<file path="src/hw/CorePkg.sv">
// Core machine definitions
package CorePkg;

    localparam int Xlen = 64;

    typedef logic [31:0] instWord_t;
    typedef logic [4:0] regIndex_t;

    // bit positions of the instruction fields we decode.
    localparam int OpcodeLsb = 0;
    localparam int RdLsb = 7;
    localparam int Funct3Lsb = 12;
    localparam int ImmULsb = 12;
    localparam int ImmILsb = 20;
    localparam int Funct7Lsb = 25;

    // major opcodes of the arithmetic forms.
    localparam logic [6:0] OpcodeOp = 7'b0110011;
    localparam logic [6:0] OpcodeOpImm = 7'b0010011;
    localparam logic [6:0] OpcodeOp32 = 7'b0111011;
    localparam logic [6:0] OpcodeOpImm32 = 7'b0011011;
    localparam logic [6:0] OpcodeLui = 7'b0110111;

    // issue queue entry, instruction plus both register operands.
    typedef struct packed {
        instWord_t inst;
        logic [Xlen-1:0] rs1Value;
        logic [Xlen-1:0] rs2Value;
    } issueEntry_t;

    // result queue entry.
    typedef struct packed {
        regIndex_t rd;
        logic [Xlen-1:0] value;
        logic illegal;
    } resultEntry_t;

    // enough for depths up to 16.
    typedef logic [4:0] creditCount_t;

endpackage

</file>
<file path="src/hw/AluPkg.sv">
// ALU operation encodings
package AluPkg;

    typedef logic [4:0] aluOp_t;

    // bit 4 marks the 32-bit word forms.
    localparam aluOp_t AluAdd = 5'b00000;
    localparam aluOp_t AluAddW = 5'b10000;
    localparam aluOp_t AluSll = 5'b00001;
    localparam aluOp_t AluSllW = 5'b10001;
    localparam aluOp_t AluSlt = 5'b00010;
    localparam aluOp_t AluSltu = 5'b00011;
    localparam aluOp_t AluXor = 5'b00100;
    localparam aluOp_t AluSrl = 5'b00101;
    localparam aluOp_t AluSrlW = 5'b10101;
    localparam aluOp_t AluOr = 5'b00110;
    localparam aluOp_t AluAnd = 5'b00111;
    localparam aluOp_t AluSub = 5'b01000;
    localparam aluOp_t AluSubW = 5'b11000;
    localparam aluOp_t AluSra = 5'b01101;
    localparam aluOp_t AluSraW = 5'b11101;
    localparam aluOp_t AluPassB = 5'b01111;

    typedef logic [2:0] aluSel_t;

    // result multiplexer inputs.
    localparam aluSel_t SelAdder = 3'd0;
    localparam aluSel_t SelAnd = 3'd1;
    localparam aluSel_t SelOr = 3'd2;
    localparam aluSel_t SelXor = 3'd3;
    localparam aluSel_t SelShift = 3'd4;
    localparam aluSel_t SelPassB = 3'd5;
    localparam aluSel_t SelCompare = 3'd6;

endpackage

</file>
<file path="src/hw/AluControl.sv">
// ALU control decode
module AluControl (
    input  AluPkg::aluOp_t  aluOp,
    output logic            subtract,
    output logic            signedCompare,
    output logic            arithmetic,
    output logic            shiftRight,
    output logic            word,
    output AluPkg::aluSel_t select
);
    import AluPkg::*;

    always_comb begin
        // unknown codes fall back to a plain add.
        subtract = 1'b0;
        signedCompare = 1'b0;
        arithmetic = 1'b0;
        shiftRight = 1'b0;
        word = aluOp[4];
        select = SelAdder;
        case (aluOp)
            AluAdd, AluAddW: select = SelAdder;
            AluSub, AluSubW: begin
                subtract = 1'b1;
                select = SelAdder;
            end
            AluSll, AluSllW: select = SelShift;
            AluSrl, AluSrlW: begin
                shiftRight = 1'b1;
                select = SelShift;
            end
            AluSra, AluSraW: begin
                shiftRight = 1'b1;
                arithmetic = 1'b1;
                select = SelShift;
            end
            AluSlt: begin
                subtract = 1'b1;
                signedCompare = 1'b1;
                select = SelCompare;
            end
            AluSltu: begin
                subtract = 1'b1;
                select = SelCompare;
            end
            AluXor: select = SelXor;
            AluOr: select = SelOr;
            AluAnd: select = SelAnd;
            AluPassB: select = SelPassB;
            default: word = 1'b0;
        endcase
    end

endmodule

</file>
<file path="src/hw/Adder64.sv">
// 64-bit adder with flags
module Adder64 (
    input  logic [63:0] a,
    input  logic [63:0] b,
    input  logic        subtract,
    output logic [63:0] sum,
    output logic        carry,
    output logic        overflow,
    output logic        sign,
    output logic        zero
);

    logic [63:0] addend;

    // two's complement subtract, invert b and carry in one.
    assign addend = b ^ {64{subtract}};
    assign {carry, sum} = {1'b0, a} + {1'b0, addend} + {64'd0, subtract};

    // operands agree in sign but the sum does not.
    assign overflow = (a[63] == addend[63]) && (sum[63] != a[63]);
    assign sign = sum[63];
    assign zero = (sum == 64'd0);

endmodule

</file>
<file path="src/hw/Alu.sv">
// 64-bit integer ALU
module Alu (
    input  logic [CorePkg::Xlen-1:0] operandA,
    input  logic [CorePkg::Xlen-1:0] operandB,
    input  AluPkg::aluOp_t           aluOp,
    output logic [CorePkg::Xlen-1:0] result
);
    import AluPkg::*;

    logic subtract, signedCompare, arithmetic, shiftRight, word;
    aluSel_t select;
    logic [63:0] sum;
    logic carry, overflow, sign;
    logic [63:0] adderResult, shiftResult;
    logic [5:0] shamt;
    logic [4:0] shamtW;
    logic [31:0] lower32, sllW, srlW, sraW;
    logic [63:0] sll, srl, sra;
    logic setLess;

    AluControl control (
        .aluOp(aluOp),
        .subtract(subtract),
        .signedCompare(signedCompare),
        .arithmetic(arithmetic),
        .shiftRight(shiftRight),
        .word(word),
        .select(select)
    );

    Adder64 adder (
        .a(operandA),
        .b(operandB),
        .subtract(subtract),
        .sum(sum),
        .carry(carry),
        .overflow(overflow),
        .sign(sign),
        .zero()
    );

    assign adderResult = word ? {{32{sum[31]}}, sum[31:0]} : sum;

    // only the low bits of operand b count as a shift amount.
    assign shamt = operandB[5:0];
    assign shamtW = operandB[4:0];
    assign lower32 = operandA[31:0];

    assign sll = operandA << shamt;
    assign srl = operandA >> shamt;
    assign sra = $signed(operandA) >>> shamt;
    assign sllW = lower32 << shamtW;
    assign srlW = lower32 >> shamtW;
    assign sraW = $signed(lower32) >>> shamtW;

    always_comb begin
        if (!shiftRight) begin
            shiftResult = word ? {{32{sllW[31]}}, sllW} : sll;
        end else if (arithmetic) begin
            shiftResult = word ? {{32{sraW[31]}}, sraW} : sra;
        end else begin
            shiftResult = word ? {{32{srlW[31]}}, srlW} : srl;
        end
    end

    // a borrow clears the carry out on an unsigned subtract.
    assign setLess = signedCompare ? (overflow ^ sign) : ~carry;

    always_comb begin
        case (select)
            SelAdder: result = adderResult;
            SelAnd: result = operandA & operandB;
            SelOr: result = operandA | operandB;
            SelXor: result = operandA ^ operandB;
            SelShift: result = shiftResult;
            SelPassB: result = operandB;
            SelCompare: result = {63'd0, setLess};
            default: result = '0;
        endcase
    end

endmodule

</file>
<file path="src/hw/OpDecode.sv">
// Arithmetic instruction decode
module OpDecode (
    input  CorePkg::instWord_t       inst,
    input  logic [CorePkg::Xlen-1:0] rs1Value,
    input  logic [CorePkg::Xlen-1:0] rs2Value,
    output AluPkg::aluOp_t           aluOp,
    output logic [CorePkg::Xlen-1:0] operandA,
    output logic [CorePkg::Xlen-1:0] operandB,
    output CorePkg::regIndex_t       rd,
    output logic                     illegal
);
    import CorePkg::*;
    import AluPkg::*;

    logic [6:0] opcode, funct7;
    logic [2:0] funct3;
    logic [Xlen-1:0] immI, immU, shamt6, shamt5;

    assign opcode = inst[OpcodeLsb +: 7];
    assign funct3 = inst[Funct3Lsb +: 3];
    assign funct7 = inst[Funct7Lsb +: 7];
    assign rd = inst[RdLsb +: 5];

    assign immI = {{(Xlen - 12){inst[31]}}, inst[ImmILsb +: 12]};
    assign immU = {{(Xlen - 32){inst[31]}}, inst[ImmULsb +: 20], 12'd0};
    assign shamt6 = {{(Xlen - 6){1'b0}}, inst[ImmILsb +: 6]};
    assign shamt5 = {{(Xlen - 5){1'b0}}, inst[ImmILsb +: 5]};

    assign operandA = rs1Value;

    always_comb begin
        aluOp = AluAdd;
        operandB = rs2Value;
        illegal = 1'b0;
        case (opcode)
            OpcodeOp: begin
                case ({funct7, funct3})
                    {7'h00, 3'b000}: aluOp = AluAdd;
                    {7'h20, 3'b000}: aluOp = AluSub;
                    {7'h00, 3'b001}: aluOp = AluSll;
                    {7'h00, 3'b010}: aluOp = AluSlt;
                    {7'h00, 3'b011}: aluOp = AluSltu;
                    {7'h00, 3'b100}: aluOp = AluXor;
                    {7'h00, 3'b101}: aluOp = AluSrl;
                    {7'h20, 3'b101}: aluOp = AluSra;
                    {7'h00, 3'b110}: aluOp = AluOr;
                    {7'h00, 3'b111}: aluOp = AluAnd;
                    default: illegal = 1'b1;
                endcase
            end
            OpcodeOpImm: begin
                operandB = immI;
                case (funct3)
                    3'b000: aluOp = AluAdd;
                    3'b010: aluOp = AluSlt;
                    3'b011: aluOp = AluSltu;
                    3'b100: aluOp = AluXor;
                    3'b110: aluOp = AluOr;
                    3'b111: aluOp = AluAnd;
                    default: begin
                        // 64-bit shifts take bit 25 as part of the amount.
                        operandB = shamt6;
                        case ({funct3, inst[31:26]})
                            {3'b001, 6'h00}: aluOp = AluSll;
                            {3'b101, 6'h00}: aluOp = AluSrl;
                            {3'b101, 6'h10}: aluOp = AluSra;
                            default: illegal = 1'b1;
                        endcase
                    end
                endcase
            end
            OpcodeOp32: begin
                case ({funct7, funct3})
                    {7'h00, 3'b000}: aluOp = AluAddW;
                    {7'h20, 3'b000}: aluOp = AluSubW;
                    {7'h00, 3'b001}: aluOp = AluSllW;
                    {7'h00, 3'b101}: aluOp = AluSrlW;
                    {7'h20, 3'b101}: aluOp = AluSraW;
                    default: illegal = 1'b1;
                endcase
            end
            OpcodeOpImm32: begin
                operandB = (funct3 == 3'b000) ? immI : shamt5;
                case ({funct3, funct7})
                    {3'b001, 7'h00}: aluOp = AluSllW;
                    {3'b101, 7'h00}: aluOp = AluSrlW;
                    {3'b101, 7'h20}: aluOp = AluSraW;
                    default: begin
                        aluOp = AluAddW;
                        illegal = (funct3 != 3'b000);
                    end
                endcase
            end
            OpcodeLui: begin
                operandB = immU;
                aluOp = AluPassB;
            end
            default: illegal = 1'b1;
        endcase
    end

endmodule

</file>
<file path="src/hw/CreditQueue.sv">
// Credit-returning FIFO
module CreditQueue #(
    parameter int Depth = 4,
    parameter type payload_t = logic
) (
    input  logic     clock,
    input  logic     reset,
    input  logic     push,
    input  payload_t pushData,
    input  logic     pop,
    output payload_t popData,
    output logic     notEmpty,
    output logic     full,
    output logic     credit
);

    localparam int PtrWidth = (Depth > 1) ? $clog2(Depth) : 1;
    localparam int CountWidth = $clog2(Depth + 1);

    payload_t storage [Depth];
    logic [PtrWidth-1:0] readPtr, writePtr;
    logic [CountWidth-1:0] count;

    function automatic logic [PtrWidth-1:0] nextPtr(input logic [PtrWidth-1:0] ptr);
        return (ptr == PtrWidth'(Depth - 1)) ? '0 : ptr + 1'b1;
    endfunction

    assign popData = storage[readPtr];
    assign notEmpty = (count != '0);
    assign full = (count == CountWidth'(Depth));

    always_ff @(posedge clock) begin
        if (push) begin
            storage[writePtr] <= pushData;
        end
    end

    always_ff @(posedge clock) begin
        if (reset) begin
            readPtr <= '0;
            writePtr <= '0;
            count <= '0;
            credit <= 1'b0;
        end else begin
            // one credit back to the sender per freed slot.
            credit <= pop;
            if (push) writePtr <= nextPtr(writePtr);
            if (pop) readPtr <= nextPtr(readPtr);
            if (push && !pop) count <= count + 1'b1;
            else if (pop && !push) count <= count - 1'b1;
        end
    end

    // the producer must honor its credits.
    assert property (@(posedge clock) disable iff (reset) push |-> !full)
        else $error("push into a full queue");
    assert property (@(posedge clock) disable iff (reset) pop |-> notEmpty)
        else $error("pop from an empty queue");

endmodule

</file>
<file path="src/hw/ExecStage.sv">
// Execute pipeline register
module ExecStage (
    input  logic                  clock,
    input  logic                  reset,
    input  logic                  headValid,
    input  CorePkg::issueEntry_t  headEntry,
    output logic                  take,
    output logic                  outValid,
    output CorePkg::resultEntry_t outEntry,
    input  logic                  downstreamFull
);
    import CorePkg::*;
    import AluPkg::*;

    aluOp_t aluOp;
    logic [Xlen-1:0] operandA, operandB, aluResult;
    regIndex_t rd;
    logic illegal;
    logic handOff;

    OpDecode decode (
        .inst(headEntry.inst),
        .rs1Value(headEntry.rs1Value),
        .rs2Value(headEntry.rs2Value),
        .aluOp(aluOp),
        .operandA(operandA),
        .operandB(operandB),
        .rd(rd),
        .illegal(illegal)
    );

    Alu alu (
        .operandA(operandA),
        .operandB(operandB),
        .aluOp(aluOp),
        .result(aluResult)
    );

    assign handOff = outValid && !downstreamFull;
    assign take = headValid && (!outValid || handOff);

    always_ff @(posedge clock) begin
        if (reset) outValid <= 1'b0;
        else if (take) outValid <= 1'b1;
        else if (handOff) outValid <= 1'b0;
    end

    always_ff @(posedge clock) begin
        if (take) begin
            outEntry.rd <= rd;
            outEntry.value <= illegal ? '0 : aluResult;
            outEntry.illegal <= illegal;
        end
    end

    assert property (@(posedge clock) disable iff (reset)
        outValid && downstreamFull |=> outValid && $stable(outEntry))
        else $error("held result changed under back-pressure");

endmodule

</file>
<file path="src/hw/CreditSender.sv">
// Result credit sender
module CreditSender (
    input  logic                     clock,
    input  logic                     reset,
    input  logic                     resultCredit,
    input  logic                     queueNotEmpty,
    input  CorePkg::resultEntry_t    queueData,
    output logic                     pop,
    output logic                     resultValid,
    output CorePkg::regIndex_t       resultRd,
    output logic [CorePkg::Xlen-1:0] resultValue,
    output logic                     resultIllegal
);
    import CorePkg::*;

    creditCount_t credits;

    assign pop = queueNotEmpty && (credits != '0);

    always_ff @(posedge clock) begin
        if (reset) begin
            credits <= '0;
            resultValid <= 1'b0;
        end else begin
            resultValid <= pop;
            if (resultCredit && !pop) credits <= credits + 1'b1;
            else if (pop && !resultCredit) credits <= credits - 1'b1;
        end
    end

    always_ff @(posedge clock) begin
        if (pop) begin
            resultRd <= queueData.rd;
            resultValue <= queueData.value;
            resultIllegal <= queueData.illegal;
        end
    end

    assert property (@(posedge clock) disable iff (reset) resultValid |-> $past(credits) != '0)
        else $error("result sent without a credit");
    assert property (@(posedge clock) disable iff (reset)
        resultCredit && !pop |-> credits != '1)
        else $error("credit counter overflow");

endmodule

</file>
<file path="src/hw/ExecUnit.sv">
// Integer execute unit
module ExecUnit #(
    parameter int IssueDepth = 4,
    parameter int ResultDepth = 4
) (
    input  logic                     clock,
    input  logic                     reset,
    input  logic                     issueValid,
    input  CorePkg::instWord_t       issueInst,
    input  logic [CorePkg::Xlen-1:0] issueRs1Value,
    input  logic [CorePkg::Xlen-1:0] issueRs2Value,
    output logic                     issueCredit,
    input  logic                     resultCredit,
    output logic                     resultValid,
    output CorePkg::regIndex_t       resultRd,
    output logic [CorePkg::Xlen-1:0] resultValue,
    output logic                     resultIllegal
);
    import CorePkg::*;

    issueEntry_t issueEntry, issueHead;
    resultEntry_t stageEntry, resultHead;
    logic issueNotEmpty, stageTake, stageValid;
    logic resultNotEmpty, resultFull, resultPush, resultPop;

    assign issueEntry = '{inst: issueInst, rs1Value: issueRs1Value, rs2Value: issueRs2Value};
    assign resultPush = stageValid && !resultFull;

    CreditQueue #(.Depth(IssueDepth), .payload_t(issueEntry_t)) issueQueue (
        .clock(clock), .reset(reset),
        .push(issueValid), .pushData(issueEntry),
        .pop(stageTake), .popData(issueHead),
        .notEmpty(issueNotEmpty), .full(), .credit(issueCredit)
    );

    ExecStage stage (
        .clock(clock), .reset(reset),
        .headValid(issueNotEmpty), .headEntry(issueHead), .take(stageTake),
        .outValid(stageValid), .outEntry(stageEntry), .downstreamFull(resultFull)
    );

    CreditQueue #(.Depth(ResultDepth), .payload_t(resultEntry_t)) resultQueue (
        .clock(clock), .reset(reset),
        .push(resultPush), .pushData(stageEntry),
        .pop(resultPop), .popData(resultHead),
        .notEmpty(resultNotEmpty), .full(resultFull), .credit()
    );

    CreditSender sender (
        .clock(clock), .reset(reset),
        .resultCredit(resultCredit), .queueNotEmpty(resultNotEmpty),
        .queueData(resultHead), .pop(resultPop),
        .resultValid(resultValid), .resultRd(resultRd),
        .resultValue(resultValue), .resultIllegal(resultIllegal)
    );

endmodule

</file>
<file path="config.mk">
export PLATFORM = sky130hd
export DESIGN_NAME = ExecUnit
export DESIGN_NICKNAME = d
export VERILOG_FILES = /design/src/hw/CorePkg.sv /design/src/hw/AluPkg.sv /design/src/hw/AluControl.sv /design/src/hw/Adder64.sv /design/src/hw/Alu.sv /design/src/hw/OpDecode.sv /design/src/hw/CreditQueue.sv /design/src/hw/ExecStage.sv /design/src/hw/CreditSender.sv /design/src/hw/ExecUnit.sv
export SDC_FILE = /design/constraint.sdc
export NUM_CORES = 2
export LEC_CHECK = 0
export BUFFER_PORTS_ARGS = -buffer_cell sky130_fd_sc_hd__clkbuf_2
export CAP_MARGIN = 20
export CORE_MARGIN = 2
export CORE_UTILIZATION = 40
export DETAILED_ROUTE_END_ITERATION = 16
export SLEW_MARGIN = 20
export SYNTH_ARGS = -nofsm -noshare
export SYNTH_HDL_FRONTEND = slang
export SYNTH_SLANG_ARGS = --single-unit
export TNS_END_PERCENT = 1
</file>
<file path="constraint.sdc">
create_clock -name clock -period 11.75 [get_ports clock]
set_input_delay 3.525 -clock clock [delete_from_list [all_inputs] [get_ports clock]]
set_output_delay 3.525 -clock clock [all_outputs]
set_load 0.005 [all_outputs]
</file>
==> impl_metrics.tcl <==
set metrics [dict create \
    critPathKind "flop to flop" \
    grt_pass1_vias 41215 \
    yosys.area.top_type "edfxtp_1" \
    hp-start "stage.outEntry[23]" \
    cts_repair_resize_count 0 \
    final-setup-viol-count 0 \
    viasPerCell 6.29 \
    drc 0 \
    path_common_cell "buf_4" \
    critPathLaunchType "flop" \
    yosys_most_used_dff "edfxtp_1" \
    cp.required_ns 12.18 \
    die_area_um2 150000 \
    routed_wl_um 219000 \
    layout_min_cycle_time_ns 8.40 \
    via_count 42948 \
    fmax_ghz 0.119 \
    fin_skew_ns 0.0842 \
    track_usage_pct 28.6 \
    fp.coreArea_um2 146000 \
    overflow 0 \
    port_buffers 235 \
    cts_sinks 1084 \
    critPathBufInv 3 \
    start_util_pct 40.3 \
    cp_max_fo 51 \
    ys_warn_count 0 \
    synthArstFlopShare_pct 0 \
    cts_tree "built" \
    drv_slew 0 \
    synth_area_um2 58900 \
    gp_congestion 1.06 \
    cts-buffers-inserted 110 \
    syn_avg_cell_area_um2 12.6 \
    postCtsHoldBufs 0 \
    drt_iter0_drc 5794 \
    ioPinCount 236 \
    postSynthCellCount 4679 \
    cts_root_buffer "clkbuf_16" \
    cts_setup_buffers 0 \
    min_period_over_period_pct 71.5 \
    critical_path.max_stage_delay_ns 0.74 \
    rsz0062_at_grt "false" \
    worst_skew_pair.late_latency_ns 0.78 \
    ys_types 105 \
    path_clk_slew_ns 0.06 \
    dr.pass1.iters 7 \
    outcome "finished clean" \
    grt_pass1_wl_um 311000 \
    cpLargestDelayFamily "compound AO/OA/AOI/OAI gates" \
    synth_fp_nets 5055 \
    yosys_register_bits 1084 \
    antenna_found_initial 12 \
    final_nets 5191 \
    post-synth-top-area-fraction_pct 54.1 \
    ys_seq_area_share_pct 54.9 \
    yosys-top-cells-count "1,060 x edfxtp_1, 383 x nor2_1, 330 x a21oi_1" \
    ant_nets 0 \
    die_w_um 388 \
    synth_edf_count 1060 \
    clk_path_buf_depth 3 \
    cp-end-kind "flop" \
    yosys-top-cells-area "edfxtp_1 54%, mux4_2 8.5%, mux2i_1 4.9%" \
    areaGrowthSynthToFinish_pct 11.9 \
    crit_arrival_ns 8.83 \
    hold_path.class "flop to flop" \
    layout-drive-gt1-share_pct 17.8 \
    cts.htree.levels 3 \
    wl_per_cell_um 32.1 \
    maxCapViolations 0 \
    relSlewSlack_pct 7.22 \
    cpMaxStageDelayCell "o211a_4" \
    die_h_um 388 \
    finalHoldViolCount 0 \
    synth_most_common_cell "edfxtp_1" \
    grt_max_degree 130 \
    dp_hpwl_um 157000 \
    finalSetupTns_ns 0 \
    worstMarginPinSlew_ns 1.38 \
    rows 140 \
]
[cells in the final DEF, fill, tap and decap left out, types with 149 or more instances in the layout]
master / netlist / layout
a21oi_1: 330 / 330
clkbuf_2: 0 / 235
edfxtp_1: 1060 / 1060
ha_1: 208 / 208
inv_1: 152 / 149
mux2i_1: 286 / 285
mux4_2: 221 / 221
nand2_1: 301 / 300
nor2_1: 383 / 378
o21ai_0: 291 / 285
[cells by family after synthesis]
logic type,share of synthesized area [%]
buffers and inverters,3.56
muxes,14.1
and+or+nand+nor,7.40
adders and majority gates,4.56
DFF,54.9
xor gates and xnor gates,1.85
AOI/OAI and AO/OA,13.7
[stage by stage]
step	instances	utilization, %	instance area, um2	hold WS, ns	worst slack, ns
2_1_floorplan	4679	-	58900	0.453	4.04
4_1_cts	6823	45.1	65800	0.480	3.44
3_3_place_gp	6619	42.6	62100	0.469	3.50
6_report	6830	45.1	65800	0.467	3.35
5_1_grt	6824	45.1	65800	0.509	2.94
3_5_place_dp	6619	42.6	62100	0.482	3.54
[metal layers]
layer | wire length, um | global-route usage [%]
met5 | 40 | 0
met4 | 13800 | 15.8
met3 | 21200 | 7.31
met2 | 94000 | 41.7
met1 | 90400 | 38.9
[final timing paths]
path / end / slack (ns) / cells after the start
worst min-delay path: resultQueue.storage[2][23] / 0.47 / 0
worst max register to register: stage.outEntry[37] / 3.35 / 25
worst max-delay path: stage.outEntry[37] / 3.35 / 25
worst min register to register: resultQueue.storage[2][23] / 0.47 / 0
[flip-flops by register name, indices dropped and copies added (netlist names), 3 cells and up, named ones only]
name / cells
issueQueue.count: 3
resultQueue.storage: 280
sender.resultValue: 64
sender.credits: 5
stage.outEntry: 70
issueQueue.storage: 640
resultQueue.count: 3
sender.resultRd: 5
[layout make-up]
type | count | area (um2)
repair buffers | 352 | 2130
diodes | 6 | 15.0
clock buffers | 126 | 2810
multi-input cells | 3108 | 24600
fillers | 13239 | 80100
flip-flops and latches | 1084 | 32300
well taps | 1917 | 2400
clock inverters | 78 | 921
inverters | 159 | 608
Power is left out: the tool's default activity adds up to more than one toggle a clock period on the data nets, which glitch-free logic cannot reach.
